## src/source/fetch_pkg.sv

```systemverilog
// Fetch stage package
// Shared sizes, address and instruction types, core-bus answer codes
// and the fetch state encoding used across the fetch stage blocks
`default_nettype none

package fetch_pkg;

  // L0 instruction buffer depth
  localparam int L0_SLOTS = 2;

  // Reads allowed in flight on the core bus
  localparam int MAX_OT = 4;

  // Instruction address
  typedef logic [31:0] pc_t;

  // Raw instruction word as returned by memory
  typedef logic [31:0] instr_raw_t;

  // Core-bus answer code
  typedef enum logic {
    CB_OKAY  = 1'b0,
    CB_ERROR = 1'b1
  } cb_resp_t;

  // Fetch sequencing states
  typedef enum logic [1:0] {
    IDLE        = 2'd0,
    FETCH_CLEAR = 2'd1,
    FETCH_RUN   = 2'd2
  } fetch_fsm_t;

endpackage : fetch_pkg

`default_nettype wire

```

## src/source/cb_rd_if.sv

```systemverilog
// Core-bus read channel
// Address request and read answer, each with its own valid/ready pair.
// Answers return in request order
`default_nettype none

interface cb_rd_if;

  // Address request
  logic                  rd_addr_valid;
  fetch_pkg::pc_t        rd_addr;
  logic                  rd_addr_ready;

  // Read answer
  logic                  rd_valid;
  fetch_pkg::instr_raw_t rd_data;
  fetch_pkg::cb_resp_t   rd_resp;
  logic                  rd_ready;

  // Drives the address request
  modport issuer (
    output rd_addr_valid,
    output rd_addr,
    input  rd_addr_ready
  );

  // Takes the answers
  modport receiver (
    input  rd_valid,
    input  rd_data,
    input  rd_resp,
    output rd_ready
  );

  // Observes both handshakes
  modport monitor (
    input rd_addr_valid,
    input rd_addr,
    input rd_addr_ready,
    input rd_valid,
    input rd_data,
    input rd_resp,
    input rd_ready
  );

endinterface : cb_rd_if

`default_nettype wire

```

## src/source/fetch_fsm.sv

```systemverilog
// Fetch sequencing FSM
// Finds rising edges on the start and redirect triggers, raises a
// one-cycle flush and steps through IDLE, FETCH_CLEAR and FETCH_RUN
`default_nettype none

module fetch_fsm (
  input  wire                   clk,
  input  wire                   rst_i,
  input  wire                   fetch_start_i,
  input  wire                   fetch_req_i,
  output logic                  flush_o,
  output logic                  use_start_o,
  output fetch_pkg::fetch_fsm_t state_o
);

  logic                  start_q;
  logic                  req_q;
  logic                  start_edge;
  logic                  req_edge;
  fetch_pkg::fetch_fsm_t state_q;
  fetch_pkg::fetch_fsm_t state_d;

  // Edge detection against the registered copies
  assign start_edge  = fetch_start_i & ~start_q;
  assign req_edge    = fetch_req_i & ~req_q;
  assign flush_o     = start_edge | req_edge;
  // Start wins when both rise together
  assign use_start_o = start_edge;
  assign state_o     = state_q;

  always_comb begin
    state_d = state_q;
    case (state_q)
      fetch_pkg::IDLE:        if (flush_o) state_d = fetch_pkg::FETCH_CLEAR;
      fetch_pkg::FETCH_CLEAR: state_d = fetch_pkg::FETCH_RUN;
      fetch_pkg::FETCH_RUN:   if (flush_o) state_d = fetch_pkg::FETCH_CLEAR;
      default:                state_d = fetch_pkg::IDLE;
    endcase
  end

  always_ff @(posedge clk) begin
    if (rst_i) begin
      start_q <= 1'b0;
      req_q   <= 1'b0;
      state_q <= fetch_pkg::IDLE;
    end else begin
      start_q <= fetch_start_i;
      req_q   <= fetch_req_i;
      state_q <= state_d;
    end
  end

endmodule : fetch_fsm

`default_nettype wire

```

## src/source/fetch_ot_counter.sv

```systemverilog
// Outstanding read tracker
// Counts core-bus reads in flight and keeps the drained flag, which
// stays low after a redirect until every older answer has come back
`default_nettype none

module fetch_ot_counter (
  input  wire          clk,
  input  wire          rst_i,
  cb_rd_if.monitor     bus,
  input  wire          flush_i,
  output logic         ot_full_o,
  output logic         drained_o
);

  localparam int CNT_W = $clog2(fetch_pkg::MAX_OT) + 1;

  logic [CNT_W-1:0] cnt_q;
  logic [CNT_W-1:0] cnt_d;
  logic             drained_q;
  logic             drained_d;
  logic             req_taken;
  logic             ans_taken;

  assign req_taken = bus.rd_addr_valid & bus.rd_addr_ready;
  assign ans_taken = bus.rd_valid & bus.rd_ready;

  always_comb begin
    cnt_d     = cnt_q + CNT_W'(req_taken) - CNT_W'(ans_taken);
    drained_d = drained_q;
    // Reevaluate on a flush, or keep waiting for the count to empty
    if (!drained_q || flush_i) begin
      drained_d = (cnt_d == '0);
    end
  end

  always_ff @(posedge clk) begin
    if (rst_i) begin
      cnt_q     <= '0;
      drained_q <= 1'b0;
    end else begin
      cnt_q     <= cnt_d;
      drained_q <= drained_d;
    end
  end

  assign ot_full_o = (cnt_q == CNT_W'(fetch_pkg::MAX_OT));
  assign drained_o = drained_q;

endmodule : fetch_ot_counter

`default_nettype wire

```

## src/source/fetch_pc_gen.sv

```systemverilog
// Program counter and read request issue
// Loads the PC on a flush, steps it by one word per accepted request
// and drives a word-aligned read address on the core bus
`default_nettype none

module fetch_pc_gen (
  input  wire                   clk,
  input  wire                   rst_i,
  cb_rd_if.issuer               bus,
  input  fetch_pkg::fetch_fsm_t state_i,
  input  wire                   flush_i,
  input  wire                   use_start_i,
  input  fetch_pkg::pc_t        fetch_start_addr_i,
  input  fetch_pkg::pc_t        fetch_addr_i,
  input  wire                   buf_full_i,
  input  wire                   ot_full_i,
  input  wire                   drained_i
);

  fetch_pkg::pc_t pc_q;
  fetch_pkg::pc_t flush_addr;
  logic           pend_q;
  logic           can_issue;
  logic           req_taken;

  assign flush_addr = use_start_i ? {fetch_start_addr_i[31:2], 2'b00}
                                  : {fetch_addr_i[31:2], 2'b00};

  // New request only with buffer room, a free slot and no stale answers.
  // A request already on the bus stays up until it is taken
  assign can_issue = (state_i != fetch_pkg::IDLE) && !flush_i;

  assign bus.rd_addr_valid = can_issue &&
                             (pend_q || (!buf_full_i && !ot_full_i && drained_i));
  assign bus.rd_addr       = pc_q;

  assign req_taken = bus.rd_addr_valid & bus.rd_addr_ready;

  always_ff @(posedge clk) begin
    if (rst_i) begin
      pc_q <= '0;
    end else if (flush_i) begin
      pc_q <= flush_addr;
    end else if (req_taken) begin
      pc_q <= pc_q + 32'd4;
    end
  end

  // Request shown but not yet taken
  always_ff @(posedge clk) begin
    if (rst_i || flush_i) begin
      pend_q <= 1'b0;
    end else begin
      pend_q <= bus.rd_addr_valid & ~bus.rd_addr_ready;
    end
  end

endmodule : fetch_pc_gen

`default_nettype wire

```

## src/source/fetch_resp_trap.sv

```systemverilog
// Read answer handling and access fault
// Writes good instruction words into the L0 buffer and turns error
// answers into a one-cycle trap carrying the address of the word
`default_nettype none

module fetch_resp_trap (
  input  wire                   clk,
  input  wire                   rst_i,
  cb_rd_if.receiver             bus,
  input  fetch_pkg::fetch_fsm_t state_i,
  input  wire                   flush_i,
  input  wire                   use_start_i,
  input  fetch_pkg::pc_t        fetch_start_addr_i,
  input  fetch_pkg::pc_t        fetch_addr_i,
  input  wire                   drained_i,
  input  wire                   buf_full_i,
  output logic                  wr_o,
  output fetch_pkg::instr_raw_t wdata_o,
  output logic                  trap_active_o,
  output fetch_pkg::pc_t        trap_addr_o
);

  fetch_pkg::pc_t exp_addr_q;
  logic           ans_taken;
  logic           ans_used;

  // Hold answers at the memory while the buffer has no room
  assign bus.rd_ready = ~buf_full_i;
  assign ans_taken    = bus.rd_valid & bus.rd_ready;

  // Stale answers are taken off the bus and dropped
  assign ans_used = ans_taken && drained_i && !flush_i &&
                    (state_i != fetch_pkg::FETCH_CLEAR);

  assign wr_o          = ans_used && (bus.rd_resp == fetch_pkg::CB_OKAY);
  assign wdata_o       = bus.rd_data;
  assign trap_active_o = ans_used && (bus.rd_resp == fetch_pkg::CB_ERROR);
  assign trap_addr_o   = exp_addr_q;

  // Address of the next answer to be used, follows the PC
  always_ff @(posedge clk) begin
    if (rst_i) begin
      exp_addr_q <= '0;
    end else if (flush_i) begin
      exp_addr_q <= use_start_i ? {fetch_start_addr_i[31:2], 2'b00}
                                : {fetch_addr_i[31:2], 2'b00};
    end else if (ans_used) begin
      exp_addr_q <= exp_addr_q + 32'd4;
    end
  end

endmodule : fetch_resp_trap

`default_nettype wire

```

## src/source/fetch_l0_fifo.sv

```systemverilog
// L0 instruction buffer
// Small circular FIFO of instruction words with a one-cycle clear.
// Reports occupancy and full, and allows a read and a write together
`default_nettype none

module fetch_l0_fifo (
  input  wire                                  clk,
  input  wire                                  rst_i,
  input  wire                                  clear_i,
  input  wire                                  wr_i,
  input  fetch_pkg::instr_raw_t                wdata_i,
  input  wire                                  rd_i,
  output fetch_pkg::instr_raw_t                rdata_o,
  output logic                                 full_o,
  output logic [$clog2(fetch_pkg::L0_SLOTS):0] ocup_o
);

  localparam int PTR_W  = (fetch_pkg::L0_SLOTS > 1) ? $clog2(fetch_pkg::L0_SLOTS) : 1;
  localparam int OCUP_W = $clog2(fetch_pkg::L0_SLOTS) + 1;

  fetch_pkg::instr_raw_t mem [fetch_pkg::L0_SLOTS];
  logic [PTR_W-1:0]      wr_ptr_q;
  logic [PTR_W-1:0]      rd_ptr_q;
  logic [OCUP_W-1:0]     ocup_q;
  logic                  do_wr;
  logic                  do_rd;

  assign full_o  = (ocup_q == OCUP_W'(fetch_pkg::L0_SLOTS));
  assign do_wr   = wr_i && !full_o;
  assign do_rd   = rd_i && (ocup_q != '0);
  assign ocup_o  = ocup_q;
  assign rdata_o = mem[rd_ptr_q];

  // Storage
  always_ff @(posedge clk) begin
    if (do_wr) begin
      mem[wr_ptr_q] <= wdata_i;
    end
  end

  // Pointers and count, clear has priority over traffic
  always_ff @(posedge clk) begin
    if (rst_i || clear_i) begin
      wr_ptr_q <= '0;
      rd_ptr_q <= '0;
      ocup_q   <= '0;
    end else begin
      if (do_wr) begin
        wr_ptr_q <= (wr_ptr_q == PTR_W'(fetch_pkg::L0_SLOTS - 1)) ? '0 : wr_ptr_q + 1'b1;
      end
      if (do_rd) begin
        rd_ptr_q <= (rd_ptr_q == PTR_W'(fetch_pkg::L0_SLOTS - 1)) ? '0 : rd_ptr_q + 1'b1;
      end
      ocup_q <= ocup_q + OCUP_W'(do_wr) - OCUP_W'(do_rd);
    end
  end

endmodule : fetch_l0_fifo

`default_nettype wire

```

## src/source/fetch_top.sv

```systemverilog
// Instruction fetch stage
// Issues word reads on the core bus with up to four in flight, buffers
// the answers in a two-entry L0 FIFO for decode and flags access faults.
// Start and redirect triggers restart fetching at a new address
`default_nettype none

module fetch_top (
  input  wire                   clk,
  input  wire                   rst_i,
  // Start and redirect
  input  wire                   fetch_start_i,
  input  fetch_pkg::pc_t        fetch_start_addr_i,
  input  wire                   fetch_req_i,
  input  fetch_pkg::pc_t        fetch_addr_i,
  // Core-bus read channel
  output logic                  rd_addr_valid_o,
  output fetch_pkg::pc_t        rd_addr_o,
  input  wire                   rd_addr_ready_i,
  input  wire                   rd_valid_i,
  input  fetch_pkg::instr_raw_t rd_data_i,
  input  fetch_pkg::cb_resp_t   rd_resp_i,
  output logic                  rd_ready_o,
  // Decode side
  output logic                  fetch_valid_o,
  input  wire                   fetch_ready_i,
  output fetch_pkg::instr_raw_t fetch_instr_o,
  // Instruction access fault
  output logic                  trap_active_o,
  output fetch_pkg::pc_t        trap_addr_o
);

  fetch_pkg::fetch_fsm_t                state;
  fetch_pkg::instr_raw_t                wdata;
  logic [$clog2(fetch_pkg::L0_SLOTS):0] ocup;
  logic                                 flush;
  logic                                 use_start;
  logic                                 ot_full;
  logic                                 drained;
  logic                                 buf_full;
  logic                                 buf_wr;
  logic                                 buf_rd;

  cb_rd_if bus ();

  assign rd_addr_valid_o   = bus.rd_addr_valid;
  assign rd_addr_o         = bus.rd_addr;
  assign bus.rd_addr_ready = rd_addr_ready_i;
  assign bus.rd_valid      = rd_valid_i;
  assign bus.rd_data       = rd_data_i;
  assign bus.rd_resp       = rd_resp_i;
  assign rd_ready_o        = bus.rd_ready;

  // Decode sees nothing in a flush cycle
  assign fetch_valid_o = (ocup != '0) && !flush;
  assign buf_rd        = fetch_valid_o && fetch_ready_i;

  fetch_fsm u_fsm (
    .clk           (clk),
    .rst_i         (rst_i),
    .fetch_start_i (fetch_start_i),
    .fetch_req_i   (fetch_req_i),
    .flush_o       (flush),
    .use_start_o   (use_start),
    .state_o       (state)
  );

  fetch_ot_counter u_ot_counter (
    .clk       (clk),
    .rst_i     (rst_i),
    .bus       (bus.monitor),
    .flush_i   (flush),
    .ot_full_o (ot_full),
    .drained_o (drained)
  );

  fetch_pc_gen u_pc_gen (
    .clk                (clk),
    .rst_i              (rst_i),
    .bus                (bus.issuer),
    .state_i            (state),
    .flush_i            (flush),
    .use_start_i        (use_start),
    .fetch_start_addr_i (fetch_start_addr_i),
    .fetch_addr_i       (fetch_addr_i),
    .buf_full_i         (buf_full),
    .ot_full_i          (ot_full),
    .drained_i          (drained)
  );

  fetch_resp_trap u_resp_trap (
    .clk                (clk),
    .rst_i              (rst_i),
    .bus                (bus.receiver),
    .state_i            (state),
    .flush_i            (flush),
    .use_start_i        (use_start),
    .fetch_start_addr_i (fetch_start_addr_i),
    .fetch_addr_i       (fetch_addr_i),
    .drained_i          (drained),
    .buf_full_i         (buf_full),
    .wr_o               (buf_wr),
    .wdata_o            (wdata),
    .trap_active_o      (trap_active_o),
    .trap_addr_o        (trap_addr_o)
  );

  fetch_l0_fifo u_l0_fifo (
    .clk     (clk),
    .rst_i   (rst_i),
    .clear_i (flush),
    .wr_i    (buf_wr),
    .wdata_i (wdata),
    .rd_i    (buf_rd),
    .rdata_o (fetch_instr_o),
    .full_o  (buf_full),
    .ocup_o  (ocup)
  );

endmodule : fetch_top

`default_nettype wire

```

## config.mk

```make
export PLATFORM = sky130hd
export DESIGN_NAME = fetch_top
export DESIGN_NICKNAME = d
export VERILOG_FILES = /design/src/source/fetch_pkg.sv /design/src/source/cb_rd_if.sv /design/src/source/fetch_fsm.sv /design/src/source/fetch_ot_counter.sv /design/src/source/fetch_pc_gen.sv /design/src/source/fetch_resp_trap.sv /design/src/source/fetch_l0_fifo.sv /design/src/source/fetch_top.sv
export SDC_FILE = /design/constraint.sdc
export NUM_CORES = 1
export LEC_CHECK = 0
export BUFFER_PORTS_ARGS = -buffer_cell sky130_fd_sc_hd__buf_4
export CELL_PAD_IN_SITES_DETAIL_PLACEMENT = 0
export CELL_PAD_IN_SITES_GLOBAL_PLACEMENT = 1
export CORE_MARGIN = 2
export CORE_UTILIZATION = 25
export DETAILED_ROUTE_END_ITERATION = 7
export PLACE_DENSITY = 0.59
export SLEW_MARGIN = 0
export SYNTH_ARGS = -nofsm -noshare
export SYNTH_HDL_FRONTEND = slang
export SYNTH_SLANG_ARGS = --single-unit
```

## constraint.sdc

```tcl
create_clock -name clk -period 13.8 [get_ports clk]
set_clock_uncertainty 0.05 [all_clocks]
set_input_delay 2.76 -clock clk [delete_from_list [all_inputs] [get_ports clk]]
set_output_delay 2.76 -clock clk [all_outputs]
set_load 0.05 [all_outputs]
```

==> out/qor.yml, run 1 <==
timing.slew.headroom: 0.270
clock_path_buffers: 2
dp_slack_ns: 6.54
syn_to_final_growth_pct: 34.4
grt_pass1_wl_um: 35900
num_io_pins: 204
dieArea_sq_um: 29200
antenna_found_initial: 0
hold_ws_ns: 0.442
crit_family: "buffers and inverters"
critical_path_required_ns: 10.99
grt_overflow: 0
grt_pass1_vias: 6212
max_cap_violations: 0
fmax_ghz: 0.139
root_buffer: "clkbuf_16"
fillers: 2899
critPathArrivalTime_ns: 4.38
path_class: "input port to output pin"
hold_violations: 0
synthTopCellsByArea: "edfxtp_1 28%, dfxtp_1 21%, mux2_2 5.3%, a21oi_1 3.4%, nand2_1 2.9%"
fp-row-count: 61
setup_ws_ns: 6.61
synth_enable_flop_cells: 64
hpwl_um: 17000
synth_warnings: 0
avgRoutedWirePerCell_um: 19.3
syn_inst: 689
final_max_slew_viol_count: 0
fin_setup_tns_ns: 0
clk_latency_ns: 0.43
setup_viol: 0
wl_met1_um: 10500
drive_gt1_frac: 0.332
grt_usage: 0.164
drcViolationCount: 0
yosysTopAreaCell: "edfxtp_1"
routed-wl-met3_um: 1950
ys_seq_area_frac: 0.490
route.met2.wl_um: 11300
htree_num_levels: 4
worst_slew_pin_slew_ns: 1.09
ir_worst_vdd_uv: 78.8
diodes: 0
ys_async_sr_fraction: 0
drtIter0Drc: 394
firstDrtPassIters: 4
p_per_area_nw_per_um2: 119
drtAntennaViolNets: 0
grt_max_degree: 95
leakagePower_nw: 3.52
cts_resized: 0
rsz0062_at_grt: "false"
initial_core_util: 0.252
netlist_area_sq_um: 6950
final_nets: 977
cp_max_fo: 42
cts_hold_buf: 0
via_count: 6254
clock_sinks: 138
vias_per_cell: 4.98
ys_ff_latch: 138
outcome: "completed"
finalPower_w: 0.00111
synth_ff_type: "dfxtp_1"
slowest_delay_ns: 0.52
ys_types: 70
numCtsBuffers: 17
reg2reg_slack_ns: 10.58
core_sq_um: 27600
routed_wirelength_um: 24200
crit_chain: "buf_4 -> nand2b_2 -> o21ai_4 -> buf_4 -> nor2_1 -> buf_4"
die_h_um: 171
cpMostUsedCell: "buf_4"
hp-class: "register to register"
top_layer: "met4"
critPathLaunchType: "input port"
routabilityCongestion: 0.762
io_buffers: 195
slowest_stage: "nand2b_2"
post-route-period-util: 0.521
clkSlewWorstSetupHoldPaths_ns: 0.07
die_w_um: 171
cts_tree: "built"
post_cts_buffers: 0
period_needed_ns: 7.19
critPathCaptureType: "output pin"
timing.critical_path.buf_inv: 3
synth_area_per_cell_sq_um: 10.1
yosys.area.top_type_share: 0.276
==> report_power, final <==
| part | switching [W] | leakage, nW | internal, W |
|---|---|---|---|
| combinational | 0.000129 | 2.07 | 0.0000711 |
| clock | 0.000192 | 0.268 | 0.000252 |
| sequential | 0.0000220 | 1.18 | 0.000445 |
| total | 0.000343 | 3.52 | 0.000768 |
==> area by class of cell <==
type | instances | area (sq um) | share of cell area
clock buffers | 18 | 429 | 0.0459
clock inverters | 14 | 138 | 0.0147
inverters | 15 | 56.3 | 0.00603
multi-input cells | 493 | 3330 | 0.357
flip-flops and latches | 138 | 3400 | 0.364
well taps | 378 | 473 | 0.0506
repair buffers | 201 | 1510 | 0.162
==> kinds of logic after synthesis <==
| kind of cell | Yosys count | share of synthesized area |
|---|---|---|
| simple gates | 245 | 0.193 |
| compound gates | 167 | 0.161 |
| flops | 138 | 0.490 |
| buf+inv | 61 | 0.0369 |
| mux | 51 | 0.0794 |
| xor+xnor | 19 | 0.0250 |
| fa+ha+maj | 7 | 0.0137 |
| other cells | 1 | 0.000539 |
==> metrics by stage <==
stage               instance area, sq um  std cells   util
floorplan                           6960        692      -
detailed placement                  8780       1225  0.319
finish                              9340       1257  0.339
global placement                    8780       1225  0.319
CTS                                 9340       1257  0.339
global route                        9340       1257  0.339
==> synth_stat cells (7+ instances only) <==
cell type and count:
and4_1 9, mux2i_1 18, and3_1 13, nor4_1 12, a311oi_1 7, nor3_1 32
a31oi_1 13, buf_1 10, o21ai_0 21, nor2_1 39, edfxtp_1 64, and2_1 9
mux2_2 33, xnor2_1 12, nand4_1 21, nand2_1 54, buf_2 7, o22ai_1 8
a21boi_0 11, inv_1 15, a211oi_1 16, a21oi_1 47, dfxtp_1 74, clkbuf_1 24
nand3_1 21
==> layer usage <==
metal / GRT usage / vias to the layer above
li1: - / 2974
met5: 0 / -
met3: 0.0527 / 20
met4: 0.0479 / 0
met1: 0.208 / 3055
met2: 0.267 / 205
==> placed cells by master, fill, tap and decap left out, types with 7 or more instances in the layout <==
cell type / instances
mux2_2: 33
and3_1: 13
xnor2_1: 12
nand3_1: 21
a21oi_1: 46
nand4_1: 21
a31oi_1: 13
edfxtp_1: 64
nor4_1: 11
and2_1: 9
nor3_1: 32
a21boi_0: 11
clkbuf_16: 17
nand2_1: 54
dfxtp_1: 74
nor2_1: 39
and4_1: 9
o21ai_0: 21
mux2i_1: 18
o22ai_1: 8
buf_4: 201
inv_1: 15
a311oi_1: 7
a211oi_1: 16
==> registers in the layout, indices dropped and copies added, names as in the netlist, named ones only <==
| register | cells |
|---|---|
| u_l0_fifo.mem | 64 |
| u_fsm.start_q | 1 |
| u_pc_gen.bus.rd_addr | 30 |
| u_l0_fifo.ocup_o | 2 |
| u_l0_fifo.rd_ptr_q | 1 |
| u_pc_gen.pend_q | 1 |
| u_l0_fifo.wr_ptr_q | 1 |
| u_fsm.state_o | 2 |
| u_ot_counter.cnt_q | 3 |
| u_ot_counter.drained_o | 1 |
| u_fsm.req_q | 1 |
| u_resp_trap.trap_addr_o | 30 |
==> worst paths after layout <==
kind,to,from,depth (start not counted)
setup / recovery,fetch_valid_o,fetch_start_i,6
hold / removal,u_fsm.state_o[0],u_fsm.state_o[0],1
setup reg to reg,u_ot_counter.drained_o,u_fsm.start_q,10
hold reg to reg,u_fsm.state_o[0],u_fsm.state_o[0],1
(Power assumes the default switching activity.)
==> inputs of run 2 (changes only) <==
--- a/config.mk
+++ b/config.mk
@@ -11,7 +11,7 @@
 export CORE_MARGIN = 2
 export CORE_UTILIZATION = 25
 export DETAILED_ROUTE_END_ITERATION = 7
-export PLACE_DENSITY = 0.59
+export PLACE_DENSITY = 0.61
 export SLEW_MARGIN = 0
 export SYNTH_ARGS = -nofsm -noshare
 export SYNTH_HDL_FRONTEND = slang
==> constraint.sdc (replaced) <==
create_clock -name clk -period 6.1 [get_ports clk]
set_clock_uncertainty 0.05 [all_clocks]
set_input_delay 1.22 -clock clk [delete_from_list [all_inputs] [get_ports clk]]
set_output_delay 1.22 -clock clk [all_outputs]
set_load 0.05 [all_outputs]
==> run 2 against run 1 <==
  * Count of clock-buffer cells in the layout unchanged
  * Combinational power is 130% higher
  * Register-to-register slack got worse by 7.5 ns
  * Non-clock buffer count up 3
  * First-iteration DRC count down 11%
  * Final area up 0.74%
  * Worst hold slack improved by 0.0050 ns
  * Routed wire length up 0.55%
  * Sequential power increased by 130%
  * Global-route usage is 0.17 points higher
  * Critical path depth down 1
  * Power rose by 130%
  * Critical path type unchanged
  * Critical endpoint is now trap_active_o
  * Largest power group is now clock
==> out/qor.yml, run 2 (synthesis results as in run 1) <==
fmax_ghz: 0.250
initial_core_util: 0.252  # unchanged
vias_per_cell: 4.92  # -1.0%
htree_num_levels: 4  # unchanged
die_w_um: 171  # unchanged
ir_worst_vdd_uv: 184  # +130%
diodes: 0  # unchanged
placed_area_sq_um: 8800  # +0.26%
top_register: "u_l0_fifo.mem"
clock_sinks: 138  # unchanged
clkPwrFrac: 0.419  # +0.019
internal_power_w: 0.00182  # +140%
critPathCaptureType: "output pin"
power_switching_w: 0.000778  # +130%
hold_violations: 0  # unchanged
syn_to_final_growth_pct: 35.4
routed_wirelength_um: 24400  # +0.55%
clk_latency_ns: 0.42  # about the same
final_max_slew_viol_count: 0  # unchanged
p_per_area_nw_per_um2: 276  # +130%
clock_path_buffers: 2  # unchanged
avgRoutedWirePerCell_um: 19.3  # +0.31%
worst_slew_pin_slew_ns: 1.03  # -0.0557 ns
swShare: 0.299  # -0.00985
max_cap_violations: 0  # unchanged
critPathLaunchType: "input port"
drive_gt1_frac: 0.336  # +0.00341
drcViolationCount: 0  # unchanged
cts_tree: "built"
drtIter0Drc: 350  # -11%
grt_usage: 0.166  # +0.00168
hpwl_um: 17300  # +1.9%
routabilityCongestion: 0.757  # -0.62%
drtAntennaViolNets: 0  # unchanged
critical_path_required_ns: 4.83  # -6.16 ns
timing.slew.headroom: 0.308  # +0.0374
hp-class: "register to register"
combPwrFrac: 0.175  # -0.005
dieArea_sq_um: 29200  # unchanged
io_buffers: 195  # unchanged
path_class: "input port to output pin"
grt_overflow: 0  # unchanged
grt_pass1_vias: 6213  # +0.016%
clkSlewWorstSetupHoldPaths_ns: 0.06  # about the same
numCtsBuffers: 17  # unchanged
cp_max_fo: 34  # -19%
grt_max_degree: 52  # -45%
setup_ws_ns: 2.10  # -4.51 ns
fin_setup_tns_ns: 0  # unchanged
design_area_sq_um: 9410  # +0.74%
largest_reg_flops: 64  # unchanged
die_h_um: 171  # unchanged
leakagePower_nw: 3.56  # +1.1%
core_sq_um: 27600  # unchanged
antenna_found_initial: 0  # unchanged
cts_resized: 0  # unchanged
period_needed_ns: 4.00
root_buffer: "clkbuf_16"
final_common_cell: "buf_4"
cts_hold_buf: 0  # unchanged
rsz0062_at_grt: "false"
firstDrtPassIters: 5  # +1
post-route-period-util: 0.656
grt_pass1_wl_um: 36400  # +1.4%
outcome: "completed"
layout_common_cells: "204 x buf_4, 74 x dfxtp_1, 64 x edfxtp_1"
dp_slack_ns: 2.09  # -4.45 ns
utilization: 0.342  # +0.00250
critPathArrivalTime_ns: 2.73  # -1.65 ns
setup_viol: 0  # unchanged
seqPwrFrac: 0.406  # -0.014
via_count: 6204  # -0.80%
final_nets: 980  # +0.31%
post_cts_buffers: 0  # unchanged
num_io_pins: 204  # unchanged
fp-row-count: 61  # unchanged
-- run 2: critical path, stage by stage --
cell	delay, ns
buf_4	0.12
nor2b_1	0.15
a21oi_4	0.72
and3_1	0.28
buf_4	0.21
-- run 2: power by group through the flow --
stage	Combinational [W]	Clock (W)	Sequential [W]
2_1_floorplan	0.000195	0	0.00116
3_3_place_gp	0.000456	0	0.00107
3_5_place_dp	0.000459	0	0.00107
4_1_cts	0.000461	0.00112	0.00105
5_1_grt	0.000492	0.00116	0.00106
6_report	0.000455	0.00109	0.00106
-- run 2: routing by layer --
layer  vias to the layer above  track usage  part of all wire
met2                       204        0.272              0.47
met3                        18       0.0592             0.087
met4                         0       0.0379             0.013
met1                      3005        0.209              0.43
li1                       2977            -                 -
met5                         -            0                 0
-- run 2: layout make-up --
type / instances / area, sq um
Fill cell: 2875 / 18100
Tap cell: 378 / 473
Clock inverter: 14 / 184
Inverter: 15 / 56.3
Multi-Input combinational cell: 493 / 3330
Clock buffer: 18 / 429
Sequential cell: 138 / 3400
Timing Repair Buffer: 204 / 1530
-- run 2: through the flow --
stage               instances  hold slack (ns)  total power (W)
floorplan                 692            0.410          0.00135
global placement         1228            0.429          0.00153
detailed placement       1228            0.424          0.00153
CTS                      1260            0.440          0.00263
global route             1260            0.463          0.00272
finish                   1260            0.447          0.00260
-- run 2: worst paths after layout --
kind         cells past startpoint                     endpoint  slack (ns)                         from
max                              5                trap_active_o        2.10                fetch_start_i
max reg2reg                      5          u_l0_fifo.mem[1][5]        3.13          u_l0_fifo.ocup_o[0]
min                              2  u_resp_trap.trap_addr_o[13]        0.45  u_resp_trap.trap_addr_o[13]
min reg2reg                      2  u_resp_trap.trap_addr_o[13]        0.45  u_resp_trap.trap_addr_o[13]
==> inputs of run 3 (changes only) <==
==> constraint.sdc (replaced) <==
create_clock -name clk -period 3.26 [get_ports clk]
set_clock_uncertainty 0.05 [all_clocks]
set_input_delay 0.652 -clock clk [delete_from_list [all_inputs] [get_ports clk]]
set_output_delay 0.652 -clock clk [all_outputs]
set_load 0.05 [all_outputs]
==> run 3 against run 2 <==
  * Sequential cell count is the same
  * Register-to-register slack lost 2.4 ns
  * Clock power grew 94%
  * Critical path type is now register to output pin
==> out/qor.yml, run 3 (synthesis results as in run 1) <==
drtAntennaViolNets: 0  # unchanged
seqCellArea_sq_um: 3400  # unchanged
grt_max_degree: 51  # -1.9%
io_buffers: 195  # unchanged
wl_met1_um: 10300  # -2.1%
largest_reg_flops: 64  # unchanged
firstDrtPassIters: 5  # unchanged
syn_to_final_growth_pct: 37.2
setup_ws_ns: 0.478  # -1.62 ns
rsz0062_at_grt: "false"
finalPower_w: 0.00496  # +91%
core_sq_um: 27600  # unchanged
cp_max_fo: 6  # -82%
hpwl_um: 17200  # -0.56%
drtIter0Drc: 325  # -7.1%
dp_slack_ns: 0.655  # -1.44 ns
ir_worst_vdd_uv: 331  # +80%
fin_setup_tns_ns: 0  # unchanged
antenna_found_initial: 0  # unchanged
grt_usage: 0.162  # -0.00401
numCtsBuffers: 17  # unchanged
timing.slew.headroom: 0.477  # +0.169
die_h_um: 171  # unchanged
top_register: "u_l0_fifo.mem"
worst_slew_pin_slew_ns: 0.775  # -0.255 ns
critPathCaptureType: "output pin"
grt_overflow: 0  # unchanged
critPathLaunchType: "register"
final_common_cell: "buf_4"
final_max_slew_viol_count: 0  # unchanged
cts_hold_buf: 0  # unchanged
multi_input_area_sq_um: 3340  # +0.26%
path_class: "register to output pin"
cts_resized: 0  # unchanged
num_io_pins: 204  # unchanged
diodes: 0  # unchanged
dieArea_sq_um: 29200  # unchanged
die_w_um: 171  # unchanged
htree_num_levels: 4  # unchanged
cts_tree: "built"
setup_viol: 0  # unchanged
clkSlewWorstSetupHoldPaths_ns: 0.06  # about the same
routed_wirelength_um: 23700  # -2.7%
grt_pass1_vias: 6031  # -2.9%
root_buffer: "clkbuf_16"
initial_core_util: 0.252  # unchanged
hold_violations: 0  # unchanged
post-route-period-util: 0.853
period_needed_ns: 2.78
vias_per_cell: 4.89  # -0.66%
critical_path_required_ns: 2.56  # -2.27 ns
leakagePower_nw: 3.64  # +2.1%
routed-wl-met3_um: 2100  # -0.66%
fillers: 2854  # -0.73%
layout_common_cells: "217 x buf_4, 74 x dfxtp_1, 64 x edfxtp_1"
top_layer: "met4"
hp-class: "input port to register"
post_cts_buffers: 0  # unchanged
fp-row-count: 61  # unchanged
drcViolationCount: 0  # unchanged
utilization: 0.346  # +0.00459
placed_area_sq_um: 8900  # +1.2%
max_cap_violations: 0  # unchanged
p_per_area_nw_per_um2: 520  # +88%
via_count: 6222  # +0.29%
clock_path_buffers: 2  # unchanged
final_nets: 993  # +1.3%
avgRoutedWirePerCell_um: 18.6  # -3.6%
route.met2.wl_um: 10800  # -5.4%
clk_latency_ns: 0.42  # about the same
fmax_ghz: 0.359
clock_sinks: 138  # unchanged
outcome: "completed"
critPathArrivalTime_ns: 2.08  # -0.65 ns
grt_pass1_wl_um: 35500  # -2.6%
design_area_sq_um: 9540  # +1.3%
drive_gt1_frac: 0.346  # +0.0100
routabilityCongestion: 0.784  # +3.6%
==> run 3: cell types whose count changed in the layout (fill, tap and decap cells not counted), sizes merged <==
cell,before,now
clkinv,3,0
bufinv,3,4
clkbuf,18,17
buf,204,217
inv,21,23
==> run 3: worst paths after layout <==
| check | cells after the start | from | slack [ns] | end |
|---|---|---|---|---|
| worst max register to register | 10 | u_ot_counter.cnt_q[1] | 0.77 | u_ot_counter.drained_o |
| worst max-delay path | 6 | u_l0_fifo.ocup_o[0] | 0.48 | rd_addr_valid_o |
| worst min-delay path | 2 | rd_addr_ready_i | 0.35 | u_pc_gen.pend_q |
| worst min register to register | 2 | u_resp_trap.trap_addr_o[13] | 0.44 | u_resp_trap.trap_addr_o[13] |
==> run 3: per-layer routing <==
| layer | track usage | vias up |
|---|---|---|
| li1 | - | 3006 |
| met1 | 0.206 | 2966 |
| met2 | 0.260 | 228 |
| met3 | 0.0514 | 22 |
| met4 | 0.0520 | 0 |
| met5 | 0 | - |
==> run 3: report_power, final <==
| group | leakage [nW] | switching [W] | total, W | internal [W] |
|---|---|---|---|---|
| registers | 1.18 | 0.0000911 | 0.00197 | 0.00188 |
| clock network | 0.304 | 0.000814 | 0.00211 | 0.00130 |
| logic | 2.15 | 0.000552 | 0.000871 | 0.000319 |
==> run 3: cell type report <==
class | count | share of cell area
sequential | 138 | 0.357
clock inverter | 14 | 0.0218
inverter | 15 | 0.00590
multi-input combinational | 493 | 0.351
tap | 378 | 0.0496
timing repair buffer | 217 | 0.171
clock buffer | 17 | 0.0446
==> run 3: worst max-delay path, cell delays in order (launching register included) <==
cell	delay (ns)
dfxtp_1	0.34
nand2b_1	0.24
a21oi_1	0.13
buf_4	0.18
or3_1	0.40
nor2_1	0.15
buf_4	0.22
==> run 3: per-stage QoR <==
stage	hold WS (ns)	instances
after floorplan	0.410	692
after global placement	0.430	1241
after detailed placement	0.433	1241
after CTS	0.331	1272
after global routing	0.332	1272
final	0.351	1272
